### config.mk
export PLATFORM = sky130hd
export DESIGN_NAME = isq_top
export DESIGN_NICKNAME = d
export VERILOG_FILES = /design/src/isq_pkg.sv /design/src/isq_lin.sv /design/src/isq.sv /design/src/isq_alloc.sv /design/src/isq_sel.sv /design/src/isq_top.sv
export VERILOG_INCLUDE_DIRS = /design/src
export SDC_FILE = /design/constraint.sdc
export NUM_CORES = 1
export LEC_CHECK = 0
export ABC_AREA = 1
export BUFFER_PORTS_ARGS = -buffer_cell sky130_fd_sc_hd__buf_4
export CORE_MARGIN = 2
export CORE_UTILIZATION = 55
export DETAILED_ROUTE_END_ITERATION = 12
export PLACE_DENSITY = 0.8
export REMOVE_ABC_BUFFERS = 1
export SLEW_MARGIN = 20
export SYNTH_ARGS = -nofsm -noshare
export SYNTH_HDL_FRONTEND = slang
export SYNTH_HIERARCHICAL = 1
export SYNTH_SLANG_ARGS = --single-unit
### constraint.sdc
create_clock -name clk -period 4 [get_ports clk]
set_input_delay 1 -clock clk [delete_from_list [all_inputs] [get_ports clk]]
set_output_delay 1 -clock clk [all_outputs]
set_load 0.02 [all_outputs]
### src/isq_settings.svh
/*
 * issue queue settings
 * queue depth, dispatch width, instruction and index widths,
 * plus derived line widths and line bit positions
 */

`ifndef ISQ_SETTINGS_SVH
`define ISQ_SETTINGS_SVH

// number of queue lines
`define ISQ_DEPTH 16

// dispatch ports, also lines per group
`define ISQ_PORTS 4

// instruction word width, top bit is the instruction valid bit
`define ISQ_INST_W 16

// line index width
`define ISQ_IDX_W 4

// groups of lines filled by one dispatch
`define ISQ_GROUPS (`ISQ_DEPTH / `ISQ_PORTS)

// stored line is {valid, wait, instruction}
`define ISQ_LIN_W (`ISQ_INST_W + 2)
`define ISQ_VLD_BIT (`ISQ_INST_W + 1)
`define ISQ_WAT_BIT (`ISQ_INST_W)

// output bus word is {index, line}
`define ISQ_OUT_W (`ISQ_IDX_W + `ISQ_LIN_W)

`endif

### src/isq_pkg.sv
/*
 * issue queue package
 * shared word and vector types plus the lowest set bit picker
 */

`default_nettype none

`include "isq_settings.svh"

package isq_pkg;

   // one instruction word
   typedef logic [`ISQ_INST_W-1:0] inst_t;

   // stored line without index, {valid, wait, instruction}
   typedef logic [`ISQ_LIN_W-1:0] line_t;

   // output bus word, {index, valid, wait, instruction}
   typedef logic [`ISQ_OUT_W-1:0] out_line_t;

   // one bit per queue line
   typedef logic [`ISQ_DEPTH-1:0] line_vec_t;

   //////////////////////////////
   // lowest set bit
   //////////////////////////////
   // result is {found, position}, position is zero when nothing is set
   function automatic logic [`ISQ_IDX_W:0] lowest_set(input line_vec_t vec);
      logic [`ISQ_IDX_W:0] res;
      res = '0;
      // scan from the top so the lowest hit lands last
      for (int i = `ISQ_DEPTH - 1; i >= 0; i--)
      begin
         if (vec[i])
            res = {1'b1, i[`ISQ_IDX_W-1:0]};
      end
      return res;
   endfunction

endpackage

`default_nettype wire

### src/isq_lin.sv
/*
 * issue queue line
 * holds one instruction with its valid and wait bits
 * priority is flush, then write, then wakeup
 */

`default_nettype none
`timescale 1ns/100ps

`include "isq_settings.svh"

module isq_lin
   import isq_pkg::*;
(
   input  wire   clk,
   input  wire   rst_n,
   input  wire   en_i,
   input  wire   flush_i,
   input  wire   clr_wat_i,
   input  line_t lin_i,
   output line_t lin_o
);

   // state bits
   logic vld_q;
   logic wat_q;

   // stored instruction
   inst_t inst_q;

   //////////////////////////////
   // valid and wait state
   //////////////////////////////
   always_ff @(posedge clk or negedge rst_n)
   begin
      if (!rst_n)
      begin
         vld_q <= 1'b0;
         wat_q <= 1'b0;
      end
      // flush drops the line outright
      else if (flush_i)
      begin
         vld_q <= 1'b0;
         wat_q <= 1'b0;
      end
      // new line, both bits follow the instruction valid bit
      else if (en_i)
      begin
         vld_q <= lin_i[`ISQ_VLD_BIT];
         wat_q <= lin_i[`ISQ_WAT_BIT];
      end
      // wakeup only touches a live line
      else if (clr_wat_i && vld_q)
         wat_q <= 1'b0;
   end

   // instruction payload
   always_ff @(posedge clk)
   begin
      if (en_i && !flush_i)
         inst_q <= lin_i[`ISQ_INST_W-1:0];
   end

   assign lin_o = {vld_q, wat_q, inst_q};

endmodule

`default_nettype wire

### src/isq.sv
/*
 * issue queue array
 * spreads dispatch words over the lines, holds the lines and
 * builds the output bus with each line index in the top bits
 */

`default_nettype none
`timescale 1ns/100ps

`include "isq_settings.svh"

module isq
   import isq_pkg::*;
(
   input  wire                          clk,
   input  wire                          rst_n,
   input  inst_t     [`ISQ_PORTS-1:0]   disp_inst_i,
   input  line_vec_t                    lin_en_i,
   input  line_vec_t                    wake_i,
   input  line_vec_t                    flush_i,
   input  line_vec_t                    iss_flush_i,
   output out_line_t [`ISQ_DEPTH-1:0]   isq_out_o
);

   // per line input and output words
   line_t lin_in [`ISQ_DEPTH];
   line_t lin_out [`ISQ_DEPTH];

   // external flush plus issue flush
   line_vec_t fls;

   assign fls = flush_i | iss_flush_i;

   //////////////////////////////
   // line inputs
   //////////////////////////////
   // line g*ports+p takes port p
   // valid bit prefixed twice, once as valid and once as wait
   for (genvar i = 0; i < `ISQ_DEPTH; i++)
   begin : g_lin_in
      assign lin_in[i] = {disp_inst_i[i % `ISQ_PORTS][`ISQ_INST_W-1],
                          disp_inst_i[i % `ISQ_PORTS][`ISQ_INST_W-1],
                          disp_inst_i[i % `ISQ_PORTS]};
   end

   //////////////////////////////
   // line array
   //////////////////////////////
   for (genvar i = 0; i < `ISQ_DEPTH; i++)
   begin : g_lin
      isq_lin u_lin (
         .clk       (clk),
         .rst_n     (rst_n),
         .en_i      (lin_en_i[i]),
         .flush_i   (fls[i]),
         .clr_wat_i (wake_i[i]),
         .lin_i     (lin_in[i]),
         .lin_o     (lin_out[i])
      );
   end

   //////////////////////////////
   // output bus
   //////////////////////////////
   for (genvar i = 0; i < `ISQ_DEPTH; i++)
   begin : g_out
      // constant line index
      localparam logic [`ISQ_IDX_W-1:0] LIN_IDX = i;

      // index goes on top, the selector parses the bus by it
      assign isq_out_o[i] = {LIN_IDX, lin_out[i]};
   end

endmodule

`default_nettype wire

### src/isq_alloc.sv
/*
 * issue queue allocator
 * finds the lowest group with all lines free, raises its
 * write enables on dispatch and flags a full queue
 */

`default_nettype none
`timescale 1ns/100ps

`include "isq_settings.svh"

module isq_alloc
   import isq_pkg::*;
(
   input  wire       disp_i,
   input  line_vec_t valid_i,
   output line_vec_t lin_en_o,
   output logic      full_o
);

   // one flag per group, all lines of the group invalid
   logic [`ISQ_GROUPS-1:0] grp_free;

   // group flags widened for the picker
   line_vec_t grp_vec;

   // {found, group}
   logic [`ISQ_IDX_W:0] pick;

   //////////////////////////////
   // group free flags
   //////////////////////////////
   always_comb
   begin
      for (int g = 0; g < `ISQ_GROUPS; g++)
         grp_free[g] = ~|valid_i[g*`ISQ_PORTS +: `ISQ_PORTS];
   end

   // upper bits stay clear
   always_comb
   begin
      grp_vec = '0;
      grp_vec[`ISQ_GROUPS-1:0] = grp_free;
   end

   assign pick = lowest_set(grp_vec);

   // full when no group is entirely free
   assign full_o = ~|grp_free;

   //////////////////////////////
   // write enables
   //////////////////////////////
   // chosen group gets all its lines, only while dispatching
   always_comb
   begin
      lin_en_o = '0;
      for (int g = 0; g < `ISQ_GROUPS; g++)
      begin
         if (disp_i && pick[`ISQ_IDX_W] && (pick[`ISQ_IDX_W-1:0] == g))
            lin_en_o[g*`ISQ_PORTS +: `ISQ_PORTS] = '1;
      end
   end

endmodule

`default_nettype wire

### src/isq_sel.sv
/*
 * issue selector
 * picks the lowest ready line, frees it with a one-hot flush
 * and registers the issued index and instruction
 */

`default_nettype none
`timescale 1ns/100ps

`include "isq_settings.svh"

module isq_sel
   import isq_pkg::*;
(
   input  wire                          clk,
   input  wire                          rst_n,
   input  out_line_t [`ISQ_DEPTH-1:0]   isq_out_i,
   output line_vec_t                    iss_flush_o,
   output logic                         issue_valid_o,
   output logic      [`ISQ_IDX_W-1:0]   issue_idx_o,
   output inst_t                        issue_inst_o
);

   // valid and not waiting
   line_vec_t rdy;

   // {found, line}
   logic [`ISQ_IDX_W:0] pick;

   // bus word of the picked line
   out_line_t pick_word;

   //////////////////////////////
   // ready vector and pick
   //////////////////////////////
   always_comb
   begin
      for (int i = 0; i < `ISQ_DEPTH; i++)
         rdy[i] = isq_out_i[i][`ISQ_VLD_BIT] & ~isq_out_i[i][`ISQ_WAT_BIT];
   end

   assign pick = lowest_set(rdy);

   assign pick_word = isq_out_i[pick[`ISQ_IDX_W-1:0]];

   // one-hot flush, the line is cleared at the issue edge
   always_comb
   begin
      iss_flush_o = '0;
      if (pick[`ISQ_IDX_W])
         iss_flush_o[pick[`ISQ_IDX_W-1:0]] = 1'b1;
   end

   //////////////////////////////
   // issue register
   //////////////////////////////
   // valid for exactly one cycle per issued line
   always_ff @(posedge clk or negedge rst_n)
   begin
      if (!rst_n)
         issue_valid_o <= 1'b0;
      else
         issue_valid_o <= pick[`ISQ_IDX_W];
   end

   // index comes from the bus word, not the picker
   always_ff @(posedge clk)
   begin
      if (pick[`ISQ_IDX_W])
      begin
         issue_idx_o  <= pick_word[`ISQ_OUT_W-1 -: `ISQ_IDX_W];
         issue_inst_o <= pick_word[`ISQ_INST_W-1:0];
      end
   end

endmodule

`default_nettype wire

### src/isq_top.sv
/*
 * issue queue top
 * allocator, line array and issue selector
 */

`default_nettype none
`timescale 1ns/100ps

`include "isq_settings.svh"

module isq_top
   import isq_pkg::*;
(
   input  wire                          clk,
   input  wire                          rst_n,
   input  wire                          disp_i,
   input  inst_t     [`ISQ_PORTS-1:0]   disp_inst_i,
   input  line_vec_t                    wake_i,
   input  line_vec_t                    flush_i,
   output logic                         full_o,
   output logic                         issue_valid_o,
   output logic      [`ISQ_IDX_W-1:0]   issue_idx_o,
   output inst_t                        issue_inst_o
);

   // internal nets
   out_line_t [`ISQ_DEPTH-1:0] isq_out;
   line_vec_t                  valid;
   line_vec_t                  lin_en;
   line_vec_t                  iss_flush;

   // valid bits off the bus for the allocator
   for (genvar i = 0; i < `ISQ_DEPTH; i++)
   begin : g_vld
      assign valid[i] = isq_out[i][`ISQ_VLD_BIT];
   end

   //////////////////////////////
   // blocks
   //////////////////////////////
   isq_alloc u_alloc (
      .disp_i   (disp_i),
      .valid_i  (valid),
      .lin_en_o (lin_en),
      .full_o   (full_o)
   );

   isq u_isq (
      .clk         (clk),
      .rst_n       (rst_n),
      .disp_inst_i (disp_inst_i),
      .lin_en_i    (lin_en),
      .wake_i      (wake_i),
      .flush_i     (flush_i),
      .iss_flush_i (iss_flush),
      .isq_out_o   (isq_out)
   );

   isq_sel u_sel (
      .clk           (clk),
      .rst_n         (rst_n),
      .isq_out_i     (isq_out),
      .iss_flush_o   (iss_flush),
      .issue_valid_o (issue_valid_o),
      .issue_idx_o   (issue_idx_o),
      .issue_inst_o  (issue_inst_o)
   );

endmodule

`default_nettype wire

==> results.toml, run 1 <==
[status]
status = "finished, final reports clean"

[grt]
antenna_found_initial = 1
grt_max_degree = 161
grt_pass1_vias = 11200
grt-ovfl-total = 0
grt_pass1_wl_um = 58000
grt_usage_pct = 26.1

[worst_setup_path]
worstSetupPathType = "reg -> reg"
timing.rr.start = "u_isq/g_lin[15].u_lin/vld_q"
critPathArrivalTime_ns = 3.37
end_kind = "flip-flop"
max_stage_delay_ns = 0.46
crit_fanout = 135
start_kind = "flip-flop"
regToRegSetupSlack_ns = 0.98
required_ns = 4.36
cp_slowest_cell = "buf_12"
rr_worst_depth = 26
r2r_end = "u_sel/issue_inst_o[9]"
crit_path_frequent_cell = "nand2_1"

[timing]
setup_violations = 0
finalHoldViolations = 0
post-route-min-period_ns = 3.02
tightest_slew_ns = 0.931
drv_slew = 0
max_slew_margin_pct = 37.9
period_share_pct = 75.4
hold_slack_ns = 0.428
grt_setup_unrepaired = "no"
fmax_mhz = 331
skew_ns = 0.0161

[yosys]
syn_area_um2 = 15300
synth_area_leaders = "edfxtp_1, nand2_1, nand3_1"
yosys.area.top_type = "edfxtp_1"
ys_seq_area_share_pct = 59.5
synth_seq_cells = 309
postSynthCellCount = 1743
yosysUniqueCellTypes = 22
synth_top_area_share_pct = 54.1
yosysWarnings = 6
syn_avg_cell_area_um2 = 8.78

[routing]
wl_per_cell_um = 16.9
vias = 11500
drt.antenna.violating_nets = 0
drtIter0Drc = 1162
drc_errors = 0
avgViaCountPerCell = 5.22
drt-total-wl_um = 37400
dr.pass1.iters = 6

[clock_network]
clockBufferDepth = 3
clock_latency_ns = 0.51
post_cts_buffers = 0
cts_sinks = 309
cts_resized = 0
ctsHoldBuffers = 0
numCtsBuffers = 34
cts_root_buf = "clkbuf_16"
path_clk_slew_ns = 0.06
htreeDepth = 2
cts_tree = "done"

[die]
coreArea_um2 = 27600
io_pins = 121
num_rows = 61
die_width_um = 171
die_y_um = 171
die_area_um2 = 29200
start_util_pct = 55.4

[final_layout]
syn_to_final_growth_pct = 12.4
drive_gt1_share_pct = 12.7
fin_nets = 1908
num-fill-cells = 2248
finalNonFillerCells = 2213
diodes = 0
postLayoutCoreUtil_pct = 62.3
mostFrequentLayoutCell = "nand2_1"
layout_common_cells = "nand2_1, edfxtp_1, nand3_1"

[pwr]
power.leakage_nw = 8.02
ir_worst_vdd_v = 0.00117
p_per_area_nw_per_um2 = 869
power_w = 0.0150

[placed_design]
dp.final_hpwl_um = 22300
dp_cells = 2151
port_buffers = 120
place_congestion = 0.864

[job]
maxCapViolCount = 0

[hold_path]
min_path_type = "in -> async"
[through the flow]
step / worst slack [ns] / cell area [µm²] / TNS, ns
final: 0.982 / 17200 / 0
after global routing: 0.685 / 17200 / 0
after CTS: 1.07 / 17200 / 0
after detailed placement: 1.10 / 16000 / 0
after global placement: 1.16 / 16000 / 0
after floorplan: -1.98 / 14300 / -476.77
[worst max-delay path by stage]
| stage | end | cells after the start | start | slack [ns] |
|---|---|---|---|---|
| finish | u_sel/issue_inst_o[9] | 26 | u_isq/g_lin[15].u_lin/vld_q | 0.98 |
| global route | u_sel/issue_inst_o[8] | 26 | u_isq/g_lin[15].u_lin/vld_q | 0.68 |
| CTS | u_sel/issue_inst_o[4] | 13 | u_isq/g_lin[0].u_lin/vld_q | 1.07 |
| floorplan | u_isq/g_lin[10].u_lin/inst_q[0] | 10 | u_isq/g_lin[0].u_lin/vld_q | -1.98 |
| global placement | u_sel/issue_inst_o[4] | 13 | u_isq/g_lin[0].u_lin/vld_q | 1.16 |
| detailed placement | u_sel/issue_idx_o[2] | 13 | u_isq/g_lin[0].u_lin/vld_q | 1.10 |
[cell usage after synthesis]
master / instances
nand2_1: 861
edfxtp_1: 276
nand3_1: 179
inv_1: 120
buf_4: 112
nor2_1: 57
clkbuf_1: 35
dfrtp_1: 33
buf_2: 21
nor2_2: 17
buf_6: 9
buf_1: 7
inv_2: 3
conb_1: 2
nand2_2: 2
nand2_4: 2
nor3_1: 2
a21oi_1: 1
a31oi_1: 1
nand4_1: 1
o21ai_0: 1
o21bai_1: 1
[critical path: cells and delay by family (launching register included)]
kind | cells | cell delay (ns)
buffers and inverters | 3 | 0.59
AND/OR/NAND/NOR | 23 | 1.77
flip-flops | 1 | 0.41
[metal layers]
| metal | GRT usage (%) | wire (µm) | up-vias | part of all wire [%] |
|---|---|---|---|---|
| met4 | 9.84 | 1260 | 2 | 3.4 |
| met1 | 35.1 | 15000 | 5343 | 40 |
| met3 | 4.19 | 3510 | 104 | 9.4 |
| met2 | 43.0 | 17600 | 593 | 47 |
| met5 | 0 | 16 | - | 0.043 |
| li1 | - | - | 5500 | - |
[cell type report]
class / instances / area, µm² / area share [%]
well taps: 378 / 473 / 2.75
clock buffers: 44 / 952 / 5.53
repair buffers: 152 / 1180 / 6.85
flip-flops and latches: 309 / 9110 / 53.0
inverters: 123 / 464 / 2.70
multi-input cells: 1189 / 4780 / 27.8
clock inverters: 18 / 249 / 1.45
[kinds of logic after synthesis]
logic type	Yosys count	share of synthesized area [%]
simple gates	1121	29.4
flops	309	59.5
compound gates	4	0.155
other cells	2	0.0490
buf+inv	307	10.9
[state kept, by name (all words and copies together), names as in the netlist]
signal	flops
u_isq/g_lin.u_lin/inst_q	256
u_isq/g_lin.u_lin/vld_q	16
u_isq/g_lin.u_lin/wat_q	16
u_sel/issue_idx_o	4
u_sel/issue_inst_o	16
u_sel/issue_valid_o	1
[where the power goes]
group | internal (W) | total (W) | switching [W] | leakage (nW)
clock | 0.00208 | 0.00331 | 0.00124 | 0.582
combinational | 0.00208 | 0.00722 | 0.00514 | 4.46
sequential | 0.00427 | 0.00442 | 0.000155 | 2.98
total | 0.00842 | 0.0150 | 0.00654 | 8.02
Power figures use the tool's default switching activity.
==> run 2, diff against run 1 <==
- PLACE_DENSITY: 0.8 -> 0.83
- clock period: 4 -> 2.55 ns (I/O delays scaled with it)
==> run 2 against run 1 <==
  * Total power increased by 75%
  * Via count increased by 5.9%
  * The run now ends with setup timing left
  * Sequential share of layout area decreased by 2.6 points
  * Register-to-register slack got worse by 1.1 ns
  * Worst hold slack got worse by 0.37 ns
  * Routed wire length increased by 14%
  * Utilization increased by 3.2 points
==> results.toml, run 2 (synthesized netlist as in run 1, its figures left out) <==
[placed_design]
place_congestion = 0.917
dp.final_hpwl_um = 23100
dpl_cell_area_um2 = 16300
port_buffers = 120
place_ws_ns = 0.0359

[timing]
postLayoutSetupSlackWorst_ns = -0.0860
tightest_slew_ns = 0.733
finalHoldViolations = 0
post-route-min-period_ns = 2.64
skew_ns = 0.0130
period_share_pct = 103
setup_violations = 46
fmax_mhz = 379
tns_ns = -1.56
max_slew_margin_pct = 51.1
grt_setup_unrepaired = "yes"
drv_slew = 0

[routing]
drt.antenna.violating_nets = 0
vias = 12200
drc_errors = 0
drtIter0Drc = 2185
drt-total-wl_um = 42700
wl_per_cell_um = 19.0
met1_length_um = 15300
met3_length_um = 5230
avgViaCountPerCell = 5.45
dr.pass1.iters = 7
met2WireLength_um = 20200
highest_layer = "met4"

[final_layout]
drive_gt1_share_pct = 15.2
layout_common_cells = "nand2_1, edfxtp_1, nand3_1"
mostFrequentLayoutCell = "nand2_1"
largest_reg_flops = 256
top_register = "u_isq/g_lin.u_lin/inst_q"
final_area_um2 = 18100
fin_nets = 1938
syn_to_final_growth_pct = 18.2
postLayoutCoreUtil_pct = 65.5

[worst_setup_path]
required_ns = 2.81
cp_slowest_cell = "dfrtp_1"
crit_fanout = 9
end_kind = "flip-flop"
cp_num_buf_inv = 5
max_stage_delay_ns = 0.38
crit_path_frequent_cell = "nor2_1"
critPathArrivalTime_ns = 2.90
worstSetupPathType = "reg -> reg"
path_cells = "inv_1 -> o21ai_0 -> a31oi_1 -> nor2_1 -> nor2_1 -> o21bai_1 -> nand3_2 -> inv_2 -> nand2_1 -> nor2_1 -> inv_1 -> nand2_1 -> nor2_4 -> buf_12 -> clkbuf_16"
path_delay_family = "simple AND/OR/NAND/NOR gates"
rr_worst_depth = 15
cp.depth = 15
start_kind = "flip-flop"

[die]
num_rows = 61
io_pins = 121
coreArea_um2 = 27600
start_util_pct = 55.4
die_width_um = 171
die_area_um2 = 29200
die_y_um = 171

[grt]
antenna_found_initial = 1
grt_pass1_wl_um = 59000
grt_usage_pct = 26.7
grt_pass1_vias = 11300
grt-ovfl-total = 0
grt_max_degree = 161

[clock_network]
clockBufferDepth = 3
cts_sinks = 309
path_clk_slew_ns = 0.06
htreeDepth = 2
numCtsBuffers = 34
cts_root_buf = "clkbuf_16"
ctsHoldBuffers = 0
clock_latency_ns = 0.52
cts_tree = "done"

[pwr]
p_per_area_nw_per_um2 = 1440
power.leakage_nw = 8.38
ir_worst_vdd_v = 0.00111

[status]
violations = "setup timing"
status = "finished, violations left"

[job]
maxCapViolCount = 0

[hold_path]
min_path_type = "in -> async"
[run 2: final timing paths]
path	start	end	slack (ns)
worst min-delay path	rst_n	u_isq/g_lin[0].u_lin/wat_q	0.06
min in group clk	disp_inst_i[22]	u_isq/g_lin[13].u_lin/inst_q[6]	0.32
max in group asynchronous	rst_n	u_isq/g_lin[5].u_lin/wat_q	2.17
worst min register to register	u_isq/g_lin[14].u_lin/wat_q	u_isq/g_lin[14].u_lin/wat_q	0.50
worst max register to register	u_isq/g_lin[15].u_lin/vld_q	u_isq/g_lin[10].u_lin/inst_q[7]	-0.09
worst max-delay path	u_isq/g_lin[15].u_lin/vld_q	u_isq/g_lin[10].u_lin/inst_q[7]	-0.09
[run 2: where the power goes]
group	leakage (nW)	internal, W	switching [W]
combinational	4.81	0.00465	0.00931
sequential	2.98	0.00669	0.000261
clock	0.592	0.00327	0.00197
[run 2: area by class of cell]
class                   count  area, µm²
diodes                      1       2.50
clock buffers              43        958
clock inverters            18        243
fillers                  2065       9530
inverters                 123        464
multi-input cells        1189       4870
flip-flops and latches    309       9110
well taps                 378        473
repair buffers            182       1970
[run 2: timing repair]
| action | CTS | global route |
|---|---|---|
| pin swaps | 0 | 6 |
| setup buffers | 0 | 5 |
| cloned | 0 | 16 |
| setup endpoints to repair | 3 | 288 |
| gates resized for setup | 3 | 52 |
[run 2: metrics by stage]
step | hold slack (ns) | total power (W) | std cells
2_1_floorplan | 0.342 | 0.0131 | 1621
6_report | 0.0580 | 0.0262 | 2243
3_3_place_gp | 0.481 | 0.0181 | 2160
3_5_place_dp | 0.486 | 0.0185 | 2160
4_1_cts | 0.0664 | 0.0239 | 2221
5_1_grt | 0.0792 | 0.0276 | 2243
[run 2: routing by layer]
layer / vias up / global-route usage [%]
li1: 5577 / -
met2: 880 / 44.2
met4: 0 / 12.0
met1: 5591 / 34.4
met3: 173 / 5.25
met5: - / 0
==> run 3, diff against run 2 <==
- CORE_UTILIZATION: 55 -> 53
- PLACE_DENSITY: 0.83 -> 0.81
==> run 3 against run 2 <==
  * The run still ends with setup timing left
  * Clock skew is 0.0041 ns lower
  * Cell count is 0.62% higher
  * Critical path type unchanged
  * Largest cell class unchanged
  * Final area hardly changed
==> results.toml, run 3 (synthesized netlist as in run 1, its figures left out) <==
[pwr]
p_seq_share_pct = 26.8
p_switching_w = 0.0115
swShare_pct = 44.4
power.leakage_nw = 8.37
power.internal_w = 0.0144
ir_worst_vdd_v = 0.00145
power_frac_comb_pct = 54.8
p_per_area_nw_per_um2 = 1430
power_w = 0.0259
power.share.clock_pct = 18.4

[placed_design]
dp.final_hpwl_um = 23000
dpl_cell_area_um2 = 16300
port_buffers = 120
dp_cells = 2171
place_congestion = 0.864

[final_layout]
top_register = "u_isq/g_lin.u_lin/inst_q"
mostFrequentLayoutCell = "nand2_1"
fin_nets = 1948
final_area_um2 = 18100
finalNonFillerCells = 2257
diodes = 0
drive_gt1_share_pct = 15.4
layout_common_cells = "nand2_1, edfxtp_1, nand3_1"
syn_to_final_growth_pct = 18.2
largest_reg_flops = 256

[routing]
dr.pass1.iters = 6
wl_per_cell_um = 18.6
drt.antenna.violating_nets = 0
drt-total-wl_um = 42000
drtIter0Drc = 1581
drc_errors = 0
avgViaCountPerCell = 5.37
vias = 12100

[timing]
period_share_pct = 100
grt_setup_unrepaired = "yes"
post-route-min-period_ns = 2.56
max_slew_margin_pct = 64.8
tns_ns = -0.0459
setup_violations = 12
tightest_slew_ns = 0.528
postLayoutSetupSlackWorst_ns = -0.00640
drv_slew = 0
fmax_mhz = 391
skew_ns = 0.00884
finalHoldViolations = 0

[die]
die_y_um = 174
die_width_um = 174
start_util_pct = 53.6
coreArea_um2 = 28500
io_pins = 121
num_rows = 62
die_area_um2 = 30300

[grt]
grt-ovfl-total = 0
antenna_found_initial = 0
grt_pass1_wl_um = 57600
grt_pass1_vias = 11100
grt_usage_pct = 24.3
grt_max_degree = 115

[worst_setup_path]
r2r_end = "u_isq/g_lin[3].u_lin/inst_q[10]"
rr_worst_depth = 24
critPathArrivalTime_ns = 2.81
worstSetupPathType = "reg -> reg"
regToRegSetupSlack_ns = -0.006
timing.rr.start = "u_isq/g_lin[14].u_lin/wat_q"
start_kind = "flip-flop"
required_ns = 2.81
end_kind = "flip-flop"
crit_fanout = 18

[clock_network]
clock_latency_ns = 0.56
htreeDepth = 1
cts_root_buf = "clkbuf_16"
cts_tree = "done"
numCtsBuffers = 31
clockBufferDepth = 3
cts_sinks = 309
path_clk_slew_ns = 0.06

[status]
violations = "setup timing"
status = "finished, violations left"

[hold_path]
min_path_type = "in -> async"

[job]
maxCapViolCount = 0
-- run 3: changes by cell type in the layout (fill, tap and decap cells not counted), sizes merged --
cell / previous run / this run
buf: 170 / 184
clkbuf: 55 / 49
clkinv: 11 / 12
clkinvlp: 0 / 1
diode: 1 / 0
inv: 124 / 123
-- run 3: worst max-delay path by stage --
stage / startpoint / slack, ns / endpoint / cells after the start
after global placement: u_isq/g_lin[15].u_lin/wat_q / 0.07 / u_sel/issue_inst_o[5] / 25
after global routing: u_isq/g_lin[15].u_lin/vld_q / -0.25 / u_sel/issue_inst_o[1] / 27
after floorplan: u_isq/g_lin[0].u_lin/vld_q / -3.43 / u_isq/g_lin[10].u_lin/inst_q[0] / 10
after detailed placement: u_isq/g_lin[15].u_lin/wat_q / 0.02 / u_sel/issue_inst_o[10] / 25
after CTS: u_isq/g_lin[15].u_lin/wat_q / 0.007 / u_sel/issue_inst_o[10] / 25
final: u_isq/g_lin[14].u_lin/wat_q / -0.006 / u_isq/g_lin[3].u_lin/inst_q[10] / 24
-- run 3: per-layer routing --
layer | track usage, % | vias up | routed length [µm]
li1 | - | 5592 | -
met1 | 32.7 | 5604 | 15600
met2 | 41.2 | 769 | 20100
met3 | 3.50 | 154 | 4660
met4 | 7.70 | 0 | 1640
met5 | 0 | - | 0
-- run 3: timing repair --
action	4_1_cts	5_1_grt
setup endpoints to repair	0	280
resized for setup	0	56
setup buffers	0	10
hold buffers	0	0
-- run 3: layout make-up --
| class | instances | area, µm² |
|---|---|---|
| fillers | 2221 | 10500 |
| flip-flops and latches | 309 | 9110 |
| multi-input cells | 1189 | 4890 |
| repair buffers | 195 | 2080 |
| clock buffers | 38 | 822 |
| well taps | 384 | 480 |
| inverters | 123 | 464 |
| clock inverters | 19 | 243 |
-- run 3: through the flow --
stage | utilization, % | worst slack (ns) | hold slack [ns]
final | 63.4 | -0.00640 | 0.0322
after detailed placement | 57.3 | 0.0220 | 0.488
after floorplan | - | -3.43 | 0.342
after global routing | 63.4 | -0.249 | 0.0598
after global placement | 57.3 | 0.0651 | 0.482
after CTS | 61.0 | 0.00707 | 0.0299
-- run 3: critical path, cell delays in order (launching register included) --
cell	delay (ns)
dfrtp_1	0.39
inv_1	0.07
nand2_1	0.05
nand2_1	0.06
nand2_1	0.04
nand2_1	0.05
nand2_1	0.05
nand2_1	0.05
nand2_1	0.04
nand2_1	0.07
nand2_1	0.06
nand2_1	0.06
nand2_1	0.04
nand2_1	0.05
nand2_1	0.06
nand2_2	0.11
nand2_8	0.09
nand2_8	0.12
inv_1	0.09
nand2_2	0.11
nor2_1	0.05
inv_1	0.06
nand2_1	0.08
nor2_2	0.17
buf_12	0.20
-- run 3: power by group through the flow --
stage / logic, W / clock network [W] / registers, W
after detailed placement: 0.0116 / 0 / 0.00704
after floorplan: 0.00604 / 0 / 0.00702
after global routing: 0.0154 / 0.00499 / 0.00701
after global placement: 0.0112 / 0 / 0.00702
final: 0.0142 / 0.00477 / 0.00694
after CTS: 0.0117 / 0.00477 / 0.00694
